### src/hdl/kbdPkg.sv
package kbdPkg;

    // --------------------------------------------------
    // PS/2 set 2 prefix bytes
    // --------------------------------------------------
    localparam logic [7:0] extCode = 8'hE0;          // Extended key follows
    localparam logic [7:0] rlsCode = 8'hF0;          // Break code follows

    localparam int numRows    = 8;                   // Z88 rows A8..A15
    localparam int keysPerRow = 8;                   // Columns D0..D7

    // How a table entry treats the E0 prefix
    typedef enum logic [1:0] {
        extPlain,                                    // Only without E0
        extOnly,                                     // Only with E0
        extAny                                       // Either way
    } extMode;

    typedef struct packed {
        logic [7:0] code;                            // Set 2 make code
        extMode     mode;
    } keyEntry;

    // --------------------------------------------------
    // Z88 key map, index is row * 8 + column
    // --------------------------------------------------
    localparam keyEntry keyMap [numRows * keysPerRow] = '{
        // A8: 8 7 N H Y 6 Enter Del
        '{8'h3E, extPlain}, '{8'h3D, extPlain}, '{8'h31, extPlain}, '{8'h33, extPlain},
        '{8'h35, extPlain}, '{8'h36, extPlain}, '{8'h5A, extPlain}, '{8'h66, extPlain},
        // A9: I U B G T 5 Up Backslash
        '{8'h43, extPlain}, '{8'h3C, extPlain}, '{8'h32, extPlain}, '{8'h34, extPlain},
        '{8'h2C, extPlain}, '{8'h2E, extPlain}, '{8'h75, extOnly},  '{8'h5D, extPlain},
        // A10: O J V F R 4 Down =
        '{8'h44, extPlain}, '{8'h3B, extPlain}, '{8'h2A, extPlain}, '{8'h2B, extPlain},
        '{8'h2D, extPlain}, '{8'h25, extPlain}, '{8'h72, extOnly},  '{8'h55, extPlain},
        // A11: 9 K C D E 3 Right -
        '{8'h46, extPlain}, '{8'h42, extPlain}, '{8'h21, extPlain}, '{8'h23, extPlain},
        '{8'h24, extPlain}, '{8'h26, extPlain}, '{8'h74, extOnly},  '{8'h4E, extPlain},
        // A12: P M X S W 2 Left ]
        '{8'h4D, extPlain}, '{8'h3A, extPlain}, '{8'h22, extPlain}, '{8'h1B, extPlain},
        '{8'h1D, extPlain}, '{8'h1E, extPlain}, '{8'h6B, extOnly},  '{8'h5B, extPlain},
        // A13: 0 L Z A Q 1 Space [
        '{8'h45, extPlain}, '{8'h4B, extPlain}, '{8'h1A, extPlain}, '{8'h1C, extPlain},
        '{8'h15, extPlain}, '{8'h16, extPlain}, '{8'h29, extPlain}, '{8'h54, extPlain},
        // A14: Quote ; , Menu(F3) Diamond(Ctrl) Tab LShift Help(F1)
        '{8'h52, extPlain}, '{8'h4C, extPlain}, '{8'h41, extPlain}, '{8'h04, extPlain},
        '{8'h14, extAny},   '{8'h0D, extPlain}, '{8'h12, extPlain}, '{8'h05, extPlain},
        // A15: Pound / . Caps Index(F2) Esc Square(Alt) RShift
        '{8'h0E, extPlain}, '{8'h4A, extPlain}, '{8'h49, extPlain}, '{8'h58, extPlain},
        '{8'h06, extPlain}, '{8'h76, extPlain}, '{8'h11, extAny},   '{8'h59, extPlain}
    };

endpackage

### src/hdl/ps2FrameRx.sv
`timescale 1ns/1ps

module ps2FrameRx #(
    parameter int SYNC_STAGES    = 3,                // At least two stages
    parameter int TIMEOUT_CYCLES = 2000
) (
    input  logic       clk,
    input  logic       reset_n,
    input  logic       ps2clk,
    input  logic       ps2dat,
    output logic [7:0] rxByte,
    output logic       rxValid
);

    localparam int IDLE_W = $clog2(TIMEOUT_CYCLES + 1);

    logic [SYNC_STAGES-1:0] clkSync;
    logic [SYNC_STAGES-1:0] datSync;
    logic                   clkPrev;
    logic                   ps2Rise;
    logic                   datBit;
    logic [10:0]            shiftReg;
    logic [10:0]            frameNext;
    logic [3:0]             bitCount;
    logic [IDLE_W-1:0]      idleCount;
    logic                   frameOk;

    // --------------------------------------------------
    // Synchronizers and edge detect
    // --------------------------------------------------
    always_ff @(posedge clk) begin
        if (!reset_n) begin
            clkSync <= '1;                           // Lines idle high
            datSync <= '1;
            clkPrev <= 1'b1;
        end else begin
            clkSync <= {clkSync[SYNC_STAGES-2:0], ps2clk};
            datSync <= {datSync[SYNC_STAGES-2:0], ps2dat};
            clkPrev <= clkSync[SYNC_STAGES-1];
        end
    end

    assign ps2Rise = clkSync[SYNC_STAGES-1] & ~clkPrev;
    assign datBit  = datSync[SYNC_STAGES-1];

    // Frame arrives LSB first, start bit ends up in bit 0
    assign frameNext = {datBit, shiftReg[10:1]};
    assign frameOk   = !frameNext[0] && frameNext[10] && (^frameNext[9:1]);

    // --------------------------------------------------
    // Bit counter and stall watchdog
    // --------------------------------------------------
    always_ff @(posedge clk) begin
        if (!reset_n) begin
            bitCount  <= '0;
            idleCount <= '0;
            rxValid   <= 1'b0;
        end else begin
            rxValid <= 1'b0;
            if (ps2Rise) begin
                idleCount <= '0;
                if (bitCount == 4'd10) begin          // Stop bit
                    bitCount <= '0;
                    rxValid  <= frameOk;
                end else begin
                    bitCount <= bitCount + 4'd1;
                end
            end else if (bitCount != '0) begin
                if (idleCount == IDLE_W'(TIMEOUT_CYCLES - 1)) begin
                    bitCount  <= '0;                  // Abandon partial frame
                    idleCount <= '0;
                end else begin
                    idleCount <= idleCount + 1'b1;
                end
            end
        end
    end

    always_ff @(posedge clk) begin
        if (ps2Rise) begin
            shiftReg <= frameNext;
            if (bitCount == 4'd10) begin
                rxByte <= frameNext[8:1];
            end
        end
    end

    // A frame takes far longer than one clk, so pulses never touch
    assert property (@(posedge clk) disable iff (!reset_n) rxValid |=> !rxValid)
        else $error("rxValid high on two consecutive cycles");

endmodule

### src/hdl/scanDecoder.sv
`timescale 1ns/1ps

module scanDecoder (
    input  logic       clk,
    input  logic       reset_n,
    input  logic [7:0] rxByte,
    input  logic       rxValid,
    output logic [7:0] keyCode,
    output logic       keyExt,
    output logic       keyRelease,
    output logic       keyValid
);

    logic extPend;                                   // E0 seen
    logic rlsPend;                                   // F0 seen

    // --------------------------------------------------
    // Prefix tracking
    // --------------------------------------------------
    always_ff @(posedge clk) begin
        if (!reset_n) begin
            extPend  <= 1'b0;
            rlsPend  <= 1'b0;
            keyValid <= 1'b0;
        end else begin
            keyValid <= 1'b0;
            if (rxValid) begin
                if (rxByte == kbdPkg::extCode) begin
                    extPend <= 1'b1;                 // Also after F0
                end else if (rxByte == kbdPkg::rlsCode) begin
                    rlsPend <= 1'b1;
                end else begin
                    keyValid <= 1'b1;
                    extPend  <= 1'b0;
                    rlsPend  <= 1'b0;
                end
            end
        end
    end

    // Key event payload
    always_ff @(posedge clk) begin
        if (rxValid && rxByte != kbdPkg::extCode && rxByte != kbdPkg::rlsCode) begin
            keyCode    <= rxByte;
            keyExt     <= extPend;
            keyRelease <= rlsPend;
        end
    end

    // Prefix bytes must never reach the rows as keys
    assert property (@(posedge clk) disable iff (!reset_n)
        keyValid |-> (keyCode != kbdPkg::extCode && keyCode != kbdPkg::rlsCode))
        else $error("keyValid carried a prefix byte");

endmodule

### src/hdl/matrixRow.sv
`timescale 1ns/1ps

module matrixRow #(
    parameter int ROW = 0                            // Row index, 0 is A8
) (
    input  logic                          clk,
    input  logic                          reset_n,
    input  logic [7:0]                    keyCode,
    input  logic                          keyExt,
    input  logic                          keyRelease,
    input  logic                          keyValid,
    output logic [kbdPkg::keysPerRow-1:0] pressed
);

    localparam int BASE = ROW * kbdPkg::keysPerRow;   // First table entry of this row

    // Does the E0 state of the event fit the entry
    function automatic logic extAccepts(kbdPkg::extMode mode, logic ext);
        case (mode)
            kbdPkg::extPlain: return !ext;
            kbdPkg::extOnly:  return ext;
            kbdPkg::extAny:   return 1'b1;
            default:          return 1'b0;
        endcase
    endfunction

    // --------------------------------------------------
    // Key bits
    // --------------------------------------------------
    always_ff @(posedge clk) begin
        if (!reset_n) begin
            pressed <= '0;
        end else if (keyValid) begin
            for (int col = 0; col < kbdPkg::keysPerRow; col++) begin
                if (kbdPkg::keyMap[BASE + col].code == keyCode) begin
                    // Break or wrong prefix clears the key
                    pressed[col] <= !keyRelease &&
                                    extAccepts(kbdPkg::keyMap[BASE + col].mode, keyExt);
                end
            end
        end
    end

    // Matrix starts with every key released
    assert property (@(posedge clk) !reset_n |=> pressed == '0)
        else $error("row %0d not cleared by reset", ROW);

endmodule

### src/hdl/matrixReadApb.sv
`timescale 1ns/1ps

module matrixReadApb (
    input  logic                                              clk,
    input  logic                                              reset_n,
    input  logic                                              psel,
    input  logic                                              penable,
    input  logic                                              pwrite,
    input  logic [7:0]                                        paddr,
    input  logic [kbdPkg::numRows-1:0][kbdPkg::keysPerRow-1:0] rowKeys,
    output logic [7:0]                                        prdata,
    output logic                                              pready,
    output logic                                              pslverr
);

    logic                          accessPhase;      // Setup seen last cycle
    logic                          inAccess;
    logic [kbdPkg::keysPerRow-1:0] colHeld;

    // --------------------------------------------------
    // APB phase tracking
    // --------------------------------------------------
    always_ff @(posedge clk) begin
        if (!reset_n) begin
            accessPhase <= 1'b0;
        end else begin
            accessPhase <= psel && !penable;
        end
    end

    assign inAccess = accessPhase && psel && penable;
    assign pready   = inAccess;                      // No wait states
    assign pslverr  = inAccess && pwrite;            // Matrix is read-only

    // --------------------------------------------------
    // Column combine, a 0 in paddr selects a row
    // --------------------------------------------------
    always_comb begin
        colHeld = '0;
        for (int r = 0; r < kbdPkg::numRows; r++) begin
            if (!paddr[r]) begin
                colHeld = colHeld | rowKeys[r];
            end
        end
    end

    // Active low columns, like the Z88 keyboard port
    assign prdata = (inAccess && !pwrite) ? ~colHeld : 8'h00;

    assert property (@(posedge clk) disable iff (!reset_n) penable |-> psel)
        else $error("penable high without psel");

endmodule

### src/hdl/ps2Keyboard.sv
`timescale 1ns/1ps

module ps2Keyboard #(
    parameter int SYNC_STAGES    = 3,
    parameter int TIMEOUT_CYCLES = 2000
) (
    input  logic       clk,
    input  logic       reset_n,
    input  logic       ps2clk,
    input  logic       ps2dat,
    input  logic       psel,
    input  logic       penable,
    input  logic       pwrite,
    input  logic [7:0] paddr,
    output logic [7:0] prdata,
    output logic       pready,
    output logic       pslverr
);

    logic [7:0] rxByte;
    logic       rxValid;
    logic [7:0] keyCode;
    logic       keyExt;
    logic       keyRelease;
    logic       keyValid;

    wire [kbdPkg::numRows-1:0][kbdPkg::keysPerRow-1:0] rowKeys;  // Held keys per row

    // --------------------------------------------------
    // PS/2 receive and decode
    // --------------------------------------------------
    ps2FrameRx #(
        .SYNC_STAGES    (SYNC_STAGES),
        .TIMEOUT_CYCLES (TIMEOUT_CYCLES)
    ) frameRx_i (
        .clk     (clk),
        .reset_n (reset_n),
        .ps2clk  (ps2clk),
        .ps2dat  (ps2dat),
        .rxByte  (rxByte),
        .rxValid (rxValid)
    );

    scanDecoder decoder_i (
        .clk        (clk),
        .reset_n    (reset_n),
        .rxByte     (rxByte),
        .rxValid    (rxValid),
        .keyCode    (keyCode),
        .keyExt     (keyExt),
        .keyRelease (keyRelease),
        .keyValid   (keyValid)
    );

    // --------------------------------------------------
    // Key matrix, one block per Z88 row
    // --------------------------------------------------
    for (genvar r = 0; r < kbdPkg::numRows; r++) begin : genRow
        matrixRow #(
            .ROW (r)
        ) row_i (
            .clk        (clk),
            .reset_n    (reset_n),
            .keyCode    (keyCode),
            .keyExt     (keyExt),
            .keyRelease (keyRelease),
            .keyValid   (keyValid),
            .pressed    (rowKeys[r])
        );
    end

    matrixReadApb apb_i (
        .clk     (clk),
        .reset_n (reset_n),
        .psel    (psel),
        .penable (penable),
        .pwrite  (pwrite),
        .paddr   (paddr),
        .rowKeys (rowKeys),
        .prdata  (prdata),
        .pready  (pready),
        .pslverr (pslverr)
    );

endmodule

### config.mk
export PLATFORM = sky130hd
export DESIGN_NAME = ps2Keyboard
export DESIGN_NICKNAME = d
export VERILOG_FILES = /design/src/hdl/kbdPkg.sv /design/src/hdl/ps2FrameRx.sv /design/src/hdl/scanDecoder.sv /design/src/hdl/matrixRow.sv /design/src/hdl/matrixReadApb.sv /design/src/hdl/ps2Keyboard.sv
export SDC_FILE = /design/constraint.sdc
export NUM_CORES = 1
export LEC_CHECK = 0
export ABC_AREA = 1
export BUFFER_PORTS_ARGS = -buffer_cell sky130_fd_sc_hd__buf_2
export CORE_MARGIN = 1
export CORE_UTILIZATION = 52
export DETAILED_ROUTE_END_ITERATION = 10
export GPL_TIMING_DRIVEN = 0
export PLACE_DENSITY = 0.69
export SLEW_MARGIN = 40
export SYNTH_ARGS = -nofsm -noshare
export SYNTH_HDL_FRONTEND = slang
export SYNTH_SLANG_ARGS = --single-unit
### constraint.sdc
create_clock -name clk -period 2.9 [get_ports clk]
set_input_delay 0.145 -clock clk [delete_from_list [all_inputs] [get_ports clk]]
set_output_delay 0.145 -clock clk [all_outputs]
set_load 0.01 [all_outputs]
==> run_results.csv, run 1 <==
group,metric,value,unit
placement,place_hpwl,9910,um
sta,worst_slew_pin_slew,0.686,ns
worst_setup_path,crit_path_end_kind,"primary output",
sta,setup_viol,0,
pwr,power,3.95,mW
grt,grt_pass1_vias,4551,
detailed_routing,drt_first_pass_iters,5,
clocking,cts_made_buffers,17,
job,cap_violations,0,
synth,synth_area_leaders,"dfxtp_1 (34%), edfxtp_1 (16%), nand2_1 (8.3%)",
sta,fin_skew,0.0101,ns
clocking,cts-root-buf,"clkbuf_8",
pwr,ir_drop,0.414,mV
sta,clock.fmax,0.532,GHz
clocking,clkTransAtPathRegs,0.06,ns
synth,synth_edf_count,28,
hold_path,min_from,"ps2dat",
detailed_routing,drt-total-wl,14400,um
detailed_routing,drt_iter0_drc,342,
grt,grt_max_degree,17,
sta,final-hold-violation-count,0,
synth,yosysWarnings,0,
synth,post_synth.cell_area_avg,7.93,um2
synth,synth.cell_area,5350,um2
floorplanning,initial_utilization,0.543,
detailed_routing,drc,0,
detailed_routing,viasPerCell,5.64,
final_layout,drive_gt1_frac,0.135,
floorplanning,ios,25,
synth,synth_common_cells,"nand2_1 (118), dfxtp_1 (91), nor3_1 (86)",
worst_setup_path,arrival,1.74,ns
grt,grt_usage,0.292,
clocking,cts_tree,"yes",
final_layout,fin_nets,741,
synth,synthFlopType,"dfxtp_1",
detailed_routing,vias,4894,
synth,synth_top_area_cell,"dfxtp_1",
worst_setup_path,worstPathMaxFanout,8,
synth,async_reset_ff_frac,0,
sta,layout_worst_path_cycle_share,0.648,
hold_path,hold_path_class,"in2reg",
worst_setup_path,worst-setup-path-type,"reg2out",
sta,rsz0062_at_grt,"no",
clocking,clockBufferDepth,2,
clocking,cts_max_level,4,
floorplanning,dieHeight,103,um
clocking,clk_latency,0.52,ns
detailed_routing,antenna_left,0,
sta,drv_slew,0,
floorplanning,fp.dieArea,10700,um2
clocking,cts_resized,0,
synth,synth_cell_type_count,31,
sta,setup_tns,0,ns
floorplanning,fp.dieW,103,um
floorplanning,rows,36,
worst_setup_path,worstPathRequired,2.76,ns
synth,synth_seq_cells,119,
sta,period_needed,1.88,ns
floorplanning,core_area,9860,um2
synth,synth_top_area_frac,0.340,
outcome,status,"finished clean",
worst_setup_path,timing.rr.start,"frameRx_i.clkSync[2]",
clocking,numClockSinks,119,
worst_setup_path,start_kind,"register",
pwr,p_leak,2.43,nW
grt,grt_pass1_wl,22800,um
synth,syn_nets,694,
detailed_routing,post_drt_wl_per_cell,16.6,um
synth,yosysSeqAreaShare,0.497,
synth,synth.most_common_cell,"nand2_1",
grt,grt_remaining_overflow,0,
final_layout,areaGrowthSynthToFinish,17.7,%
final_layout,diodes,0,
worst_setup_path,startpoint,"apb_i.accessPhase",
placement,port_buffers,23,
placement,gp_congestion,0.928,
sta,hold_slack,0.348,ns
grt,antenna_found_initial,0,
sta,relSlewSlack,0.543,
synth,synthCells,675,
pwr,p_per_area,626,nW/um2
## logic make-up after synthesis
| kind of cell | after synthesis | synth area share |
|---|---|---|
| AO/OA/AOI/OAI | 108 | 0.105 |
| XOR/XNOR | 7 | 0.0115 |
| adder cells (fa/ha/maj) | 4 | 0.00935 |
| buffers and inverters | 102 | 0.0762 |
| flip-flops | 119 | 0.497 |
| AND/OR/NAND/NOR | 335 | 0.300 |
## placed cells by master, fill, tap and decap left out, drive strengths merged, types with 5 or more instances in the layout
master / Yosys / routed
nand2: 119 / 119
dfxtp: 91 / 91
inv: 85 / 90
nor3: 89 / 89
a21oi: 69 / 69
nor2: 65 / 65
nand3: 40 / 40
o21ai: 32 / 32
buf: 9 / 32
edfxtp: 28 / 28
clkbuf: 8 / 27
nand4: 10 / 10
o2111ai: 6 / 6
or2: 6 / 6
xor2: 5 / 5
dlygate4sd3: 0 / 5
## report_power, final
part | switching, mW | total [mW] | internal (mW)
clock | 0.787 | 2.16 | 1.37
combinational | 0.0622 | 0.0875 | 0.0253
sequential | 0.00305 | 1.70 | 1.70
## path summary, 6_finish.rpt
kind | endpoint | slack [ns] | cells after the start
worst max-delay path | prdata[6] | 1.02 | 5
worst min-delay path | frameRx_i.datSync[0] | 0.35 | 3
worst min register to register | frameRx_i.clkSync[1] | 0.41 | 1
worst max register to register | frameRx_i.rxByte[7] | 1.05 | 4
## critical path: stages (launching register included)
cell     delay, ns
dfxtp_1       0.31
nand3_1       0.10
nor2_1        0.13
inv_2         0.12
nor3_1        0.34
buf_2         0.20
## metal layers
| layer | global-route usage | routed length (um) | vias up | part of all wire |
|---|---|---|---|---|
| li1 | - | - | 2364 | - |
| met1 | 0.363 | 5780 | 2248 | 0.40 |
| met2 | 0.477 | 6920 | 228 | 0.48 |
| met3 | 0.0766 | 1190 | 54 | 0.083 |
| met4 | 0.135 | 516 | 0 | 0.036 |
| met5 | 0 | 0 | - | 0 |
## state kept, by name, summed over array words and instances, names as in the netlist, 3 cells and up
| register | cells |
|---|---|
| frameRx_i.datSync | 3 |
| frameRx_i.clkSync | 3 |
| genRow.row_i.pressed | 64 |
| frameRx_i.rxByte | 8 |
| frameRx_i.idleCount | 11 |
| decoder_i.keyCode | 8 |
| frameRx_i.shiftReg | 10 |
| frameRx_i.bitCount | 4 |
## final cells by class
type,instances,area [um2]
Buffer,17,86.3
Clock buffer,19,443
Clock inverter,13,166
Fill cell,828,3570
Inverter,85,322
Multi-Input combinational cell,454,2290
Sequential cell,119,2660
Tap cell,133,166
Timing Repair Buffer,28,165
## what timing repair did
| item | in CTS | in global routing |
|---|---|---|
| hold buffers | 5 | 0 |
| endpoints found under the hold margin | 7 | 0 |
| setup buffers | 0 | 0 |
## through the flow
| step | cells | util | cell area (um2) | worst slack (ns) |
|---|---|---|---|---|
| 2_1_floorplan | 675 | - | 5350 | 1.10 |
| 3_3_place_gp | 831 | 0.571 | 5630 | 0.716 |
| 3_5_place_dp | 831 | 0.571 | 5640 | 0.986 |
| 4_1_cts | 868 | 0.638 | 6300 | 1.00 |
| 5_1_grt | 868 | 0.639 | 6300 | 0.866 |
| 6_report | 868 | 0.639 | 6300 | 1.02 |
Note: power is estimated with default switching activity, not from simulation.
==> run 2: changes to the inputs <==
--- a/config.mk
+++ b/config.mk
@@ -5,7 +5,7 @@
 export SDC_FILE = /design/constraint.sdc
 export NUM_CORES = 1
 export LEC_CHECK = 0
-export ABC_AREA = 1
+export ABC_AREA = 0
 export BUFFER_PORTS_ARGS = -buffer_cell sky130_fd_sc_hd__buf_2
 export CORE_MARGIN = 1
 export CORE_UTILIZATION = 52
==> constraint.sdc (replaced) <==
create_clock -name clk -period 1.9 [get_ports clk]
set_input_delay 0.095 -clock clk [delete_from_list [all_inputs] [get_ports clk]]
set_output_delay 0.095 -clock clk [all_outputs]
set_load 0.01 [all_outputs]
==> run_results.csv, run 2 <==
group,metric,value,unit
synth,synth.most_common_cell,"dfxtp_1",
floorplanning,core_area,9860,um2
grt,grt_remaining_overflow,0,
pwr,p_per_area,910,nW/um2
sta,layout_worst_path_cycle_share,0.968,
placement,placed_area,5630,um2
hold_path,min_path_cells,3,
clocking,numClockSinks,119,
synth,synth_cell_type_count,47,
grt,grt_pass1_wl,21800,um
synth,yosysWarnings,0,
final_layout,layout_commonest_cell,"dfxtp_1",
synth,post_synth.cell_area_avg,9.99,um2
final_layout,diodes,0,
floorplanning,initial_utilization,0.540,
worst_setup_path,worstPathRequired,2.31,ns
grt,grt_max_degree,17,
sta,setup_viol,0,
sta,final-hold-violation-count,0,
worst_setup_path,timing.rr.start,"decoder_i.keyCode[7]",
placement,port_buffers,24,
detailed_routing,viasPerCell,5.88,
floorplanning,fp.dieW,103,um
worst_setup_path,worstPathMaxFanout,5,
worst_setup_path,start_kind,"register",
sta,clock.fmax,0.543,GHz
worst_setup_path,crit_path_end_kind,"register",
detailed_routing,drt_first_pass_iters,6,
sta,drv_slew,0,
floorplanning,dieHeight,103,um
detailed_routing,vias,4314,
final_layout,fin_util,0.658,
clocking,cts_tree,"yes",
grt,grt_usage,0.286,
detailed_routing,wl_met1,5930,um
synth,syn_nets,552,
final_layout,fillers,769,
synth,synth_edf_count,28,
final_layout,drive_gt1_frac,0.198,
synth,synthCells,533,
synth,synth_top_area_cell,"dfxtp_1",
final_layout,final_area,6490,um2
detailed_routing,dr_wl_met2,6480,um
synth,synth.cell_area,5320,um2
floorplanning,rows,36,
synth,synthFlopType,"dfxtp_1",
synth,async_reset_ff_frac,0,
final_layout,fin_nets,607,
hold_path,hold_path_class,"in2reg",
synth,synth_common_cells,"dfxtp_1 (91), nor2_1 (85), mux2i_1 (57)",
synth,synth_seq_cells,119,
worst_setup_path,reg2reg_depth,5,
detailed_routing,drc,0,
final_layout,top_regs,"genRow.row_i.pressed (64), frameRx_i.idleCount (11), frameRx_i.shiftReg (10)",
grt,grt_pass1_vias,4078,
final_layout,regMostFlops,"genRow.row_i.pressed",
clocking,cts-root-buf,"clkbuf_8",
sta,worst_slew_pin_slew,0.740,ns
sta,finalWorstSetupSlack,0.0599,ns
detailed_routing,post_drt_wl_per_cell,19.2,um
final_layout,mostFrequentLayoutCells,"dfxtp_1 (89), nor2_1 (85), mux2i_1 (57)",
synth,synth_area_leaders,"dfxtp_1 (34%), edfxtp_1 (16%), mux2i_1 (11%)",
clocking,cts_made_buffers,17,
grt,antenna_found_initial,0,
placement,placed_cells,690,
clocking,cts_max_level,4,
synth,synth_top_area_frac,0.342,
detailed_routing,drt-total-wl,14100,um
clocking,clockBufferDepth,2,
detailed_routing,wl_met3,1410,um
floorplanning,fp.dieArea,10600,um2
placement,gp_congestion,0.948,
sta,fin_skew,0.0111,ns
pwr,p_leak,2.52,nW
sta,hold_slack,0.286,ns
pwr,ir_drop,1.02,mV
worst_setup_path,worst-setup-path-type,"reg2reg",
final_layout,finalNonFillerCells,734,
final_layout,areaGrowthSynthToFinish,21.9,%
synth,yosysSeqAreaShare,0.500,
floorplanning,ios,25,
detailed_routing,antenna_left,0,
final_layout,largest_register_ffs,64,
sta,relSlewSlack,0.506,
placement,place_hpwl,9380,um
detailed_routing,top_layer_used,"met4",
hold_path,min_from,"ps2clk",
hold_path,min_to,"frameRx_i.clkSync[0]",
worst_setup_path,arrival,2.25,ns
clocking,clk_latency,0.54,ns
worst_setup_path,reg2reg_to,"genRow[7].row_i.pressed[3]",
sta,period_needed,1.84,ns
worst_setup_path,rrSetupSlack,0.06,ns
placement,post-place-ws,-0.0463,ns
outcome,status,"finished clean",
clocking,clkTransAtPathRegs,0.06,ns
detailed_routing,drt_iter0_drc,328,
job,cap_violations,0,
-- run 2: changes by cell type after synthesis, sizes merged, moves of 16 or more --
cell and delta:
clkbuf +16, a21oi -59, o21ai -25, a22oi +32
nand2 -108, nor2 +20, inv -71, mux2i +57
nor3 -63
-- run 2: what timing repair did --
action                                 4_1_cts  5_1_grt
setup endpoints to repair                   27       72
setup buffers                                0        8
endpoints found under the hold margin        7        0
pin swaps                                    0        2
resized for setup                            4       46
hold buffers                                 6        0
-- run 2: worst max path at each step --
stage	startpoint	end	slack, ns
floorplan	frameRx_i.bitCount[0]	frameRx_i.idleCount[9]	0.15
global placement	decoder_i.keyCode[1]	genRow[3].row_i.pressed[2]	-0.24
detailed placement	decoder_i.keyCode[1]	genRow[2].row_i.pressed[2]	-0.05
CTS	decoder_i.keyCode[5]	genRow[1].row_i.pressed[2]	0.001
global route	decoder_i.keyCode[5]	genRow[4].row_i.pressed[4]	-0.006
finish	decoder_i.keyCode[7]	genRow[7].row_i.pressed[3]	0.06
-- run 2: layer usage --
metal / vias to the layer above / global-route usage
met5: - / 0
met3: 26 / 0.0874
met4: 0 / 0.117
li1: 2030 / -
met1: 2054 / 0.373
met2: 204 / 0.445
-- run 2: kinds of logic (layout without fill, tap and decap cells) --
| family | Yosys count | count (layout) | share of synthesized area |
|---|---|---|---|
| buffers and inverters | 49 | 117 | 0.0383 |
| xor gates and xnor gates | 17 | 17 | 0.0306 |
| DFF | 119 | 119 | 0.500 |
| adders and majority gates | 4 | 4 | 0.00940 |
| muxes | 57 | 57 | 0.107 |
| and+or+nand+nor | 230 | 230 | 0.243 |
| AOI/OAI and AO/OA | 57 | 57 | 0.0717 |
-- run 2: area by class of cell --
cell class	instances	area, um2	area share
well taps	133	166	0.0256
plain buffers	33	174	0.0268
clock inverters	14	160	0.0247
repair buffers	38	240	0.0370
multi-input cells	365	2610	0.401
inverters	14	52.6	0.00810
clock buffers	18	428	0.0659
flip-flops and latches	119	2670	0.411
-- run 2: stage by stage --
step	power [mW]	setup TNS, ns
6_report	5.91	0
4_1_cts	5.92	0
5_1_grt	6.04	-0.00734
2_1_floorplan	2.71	0
3_3_place_gp	2.76	-2.90
3_5_place_dp	2.77	-0.484
-- run 2: worst max-delay path: stages, from the launching register on --
cell and delay [ns]:
edfxtp_1 0.40, buf_4 0.16, nand4bb_1 0.42, nor4_1 0.46, mux2i_1 0.23, nor2_1 0.05
-- run 2: where the power goes --
group	internal [mW]	leakage [nW]	switching, mW	total, mW
sequential	2.59	0.992	0.00409	2.59
clock	1.93	0.276	1.25	3.18
combinational	0.0393	1.25	0.0940	0.133
total	4.56	2.52	1.35	5.91
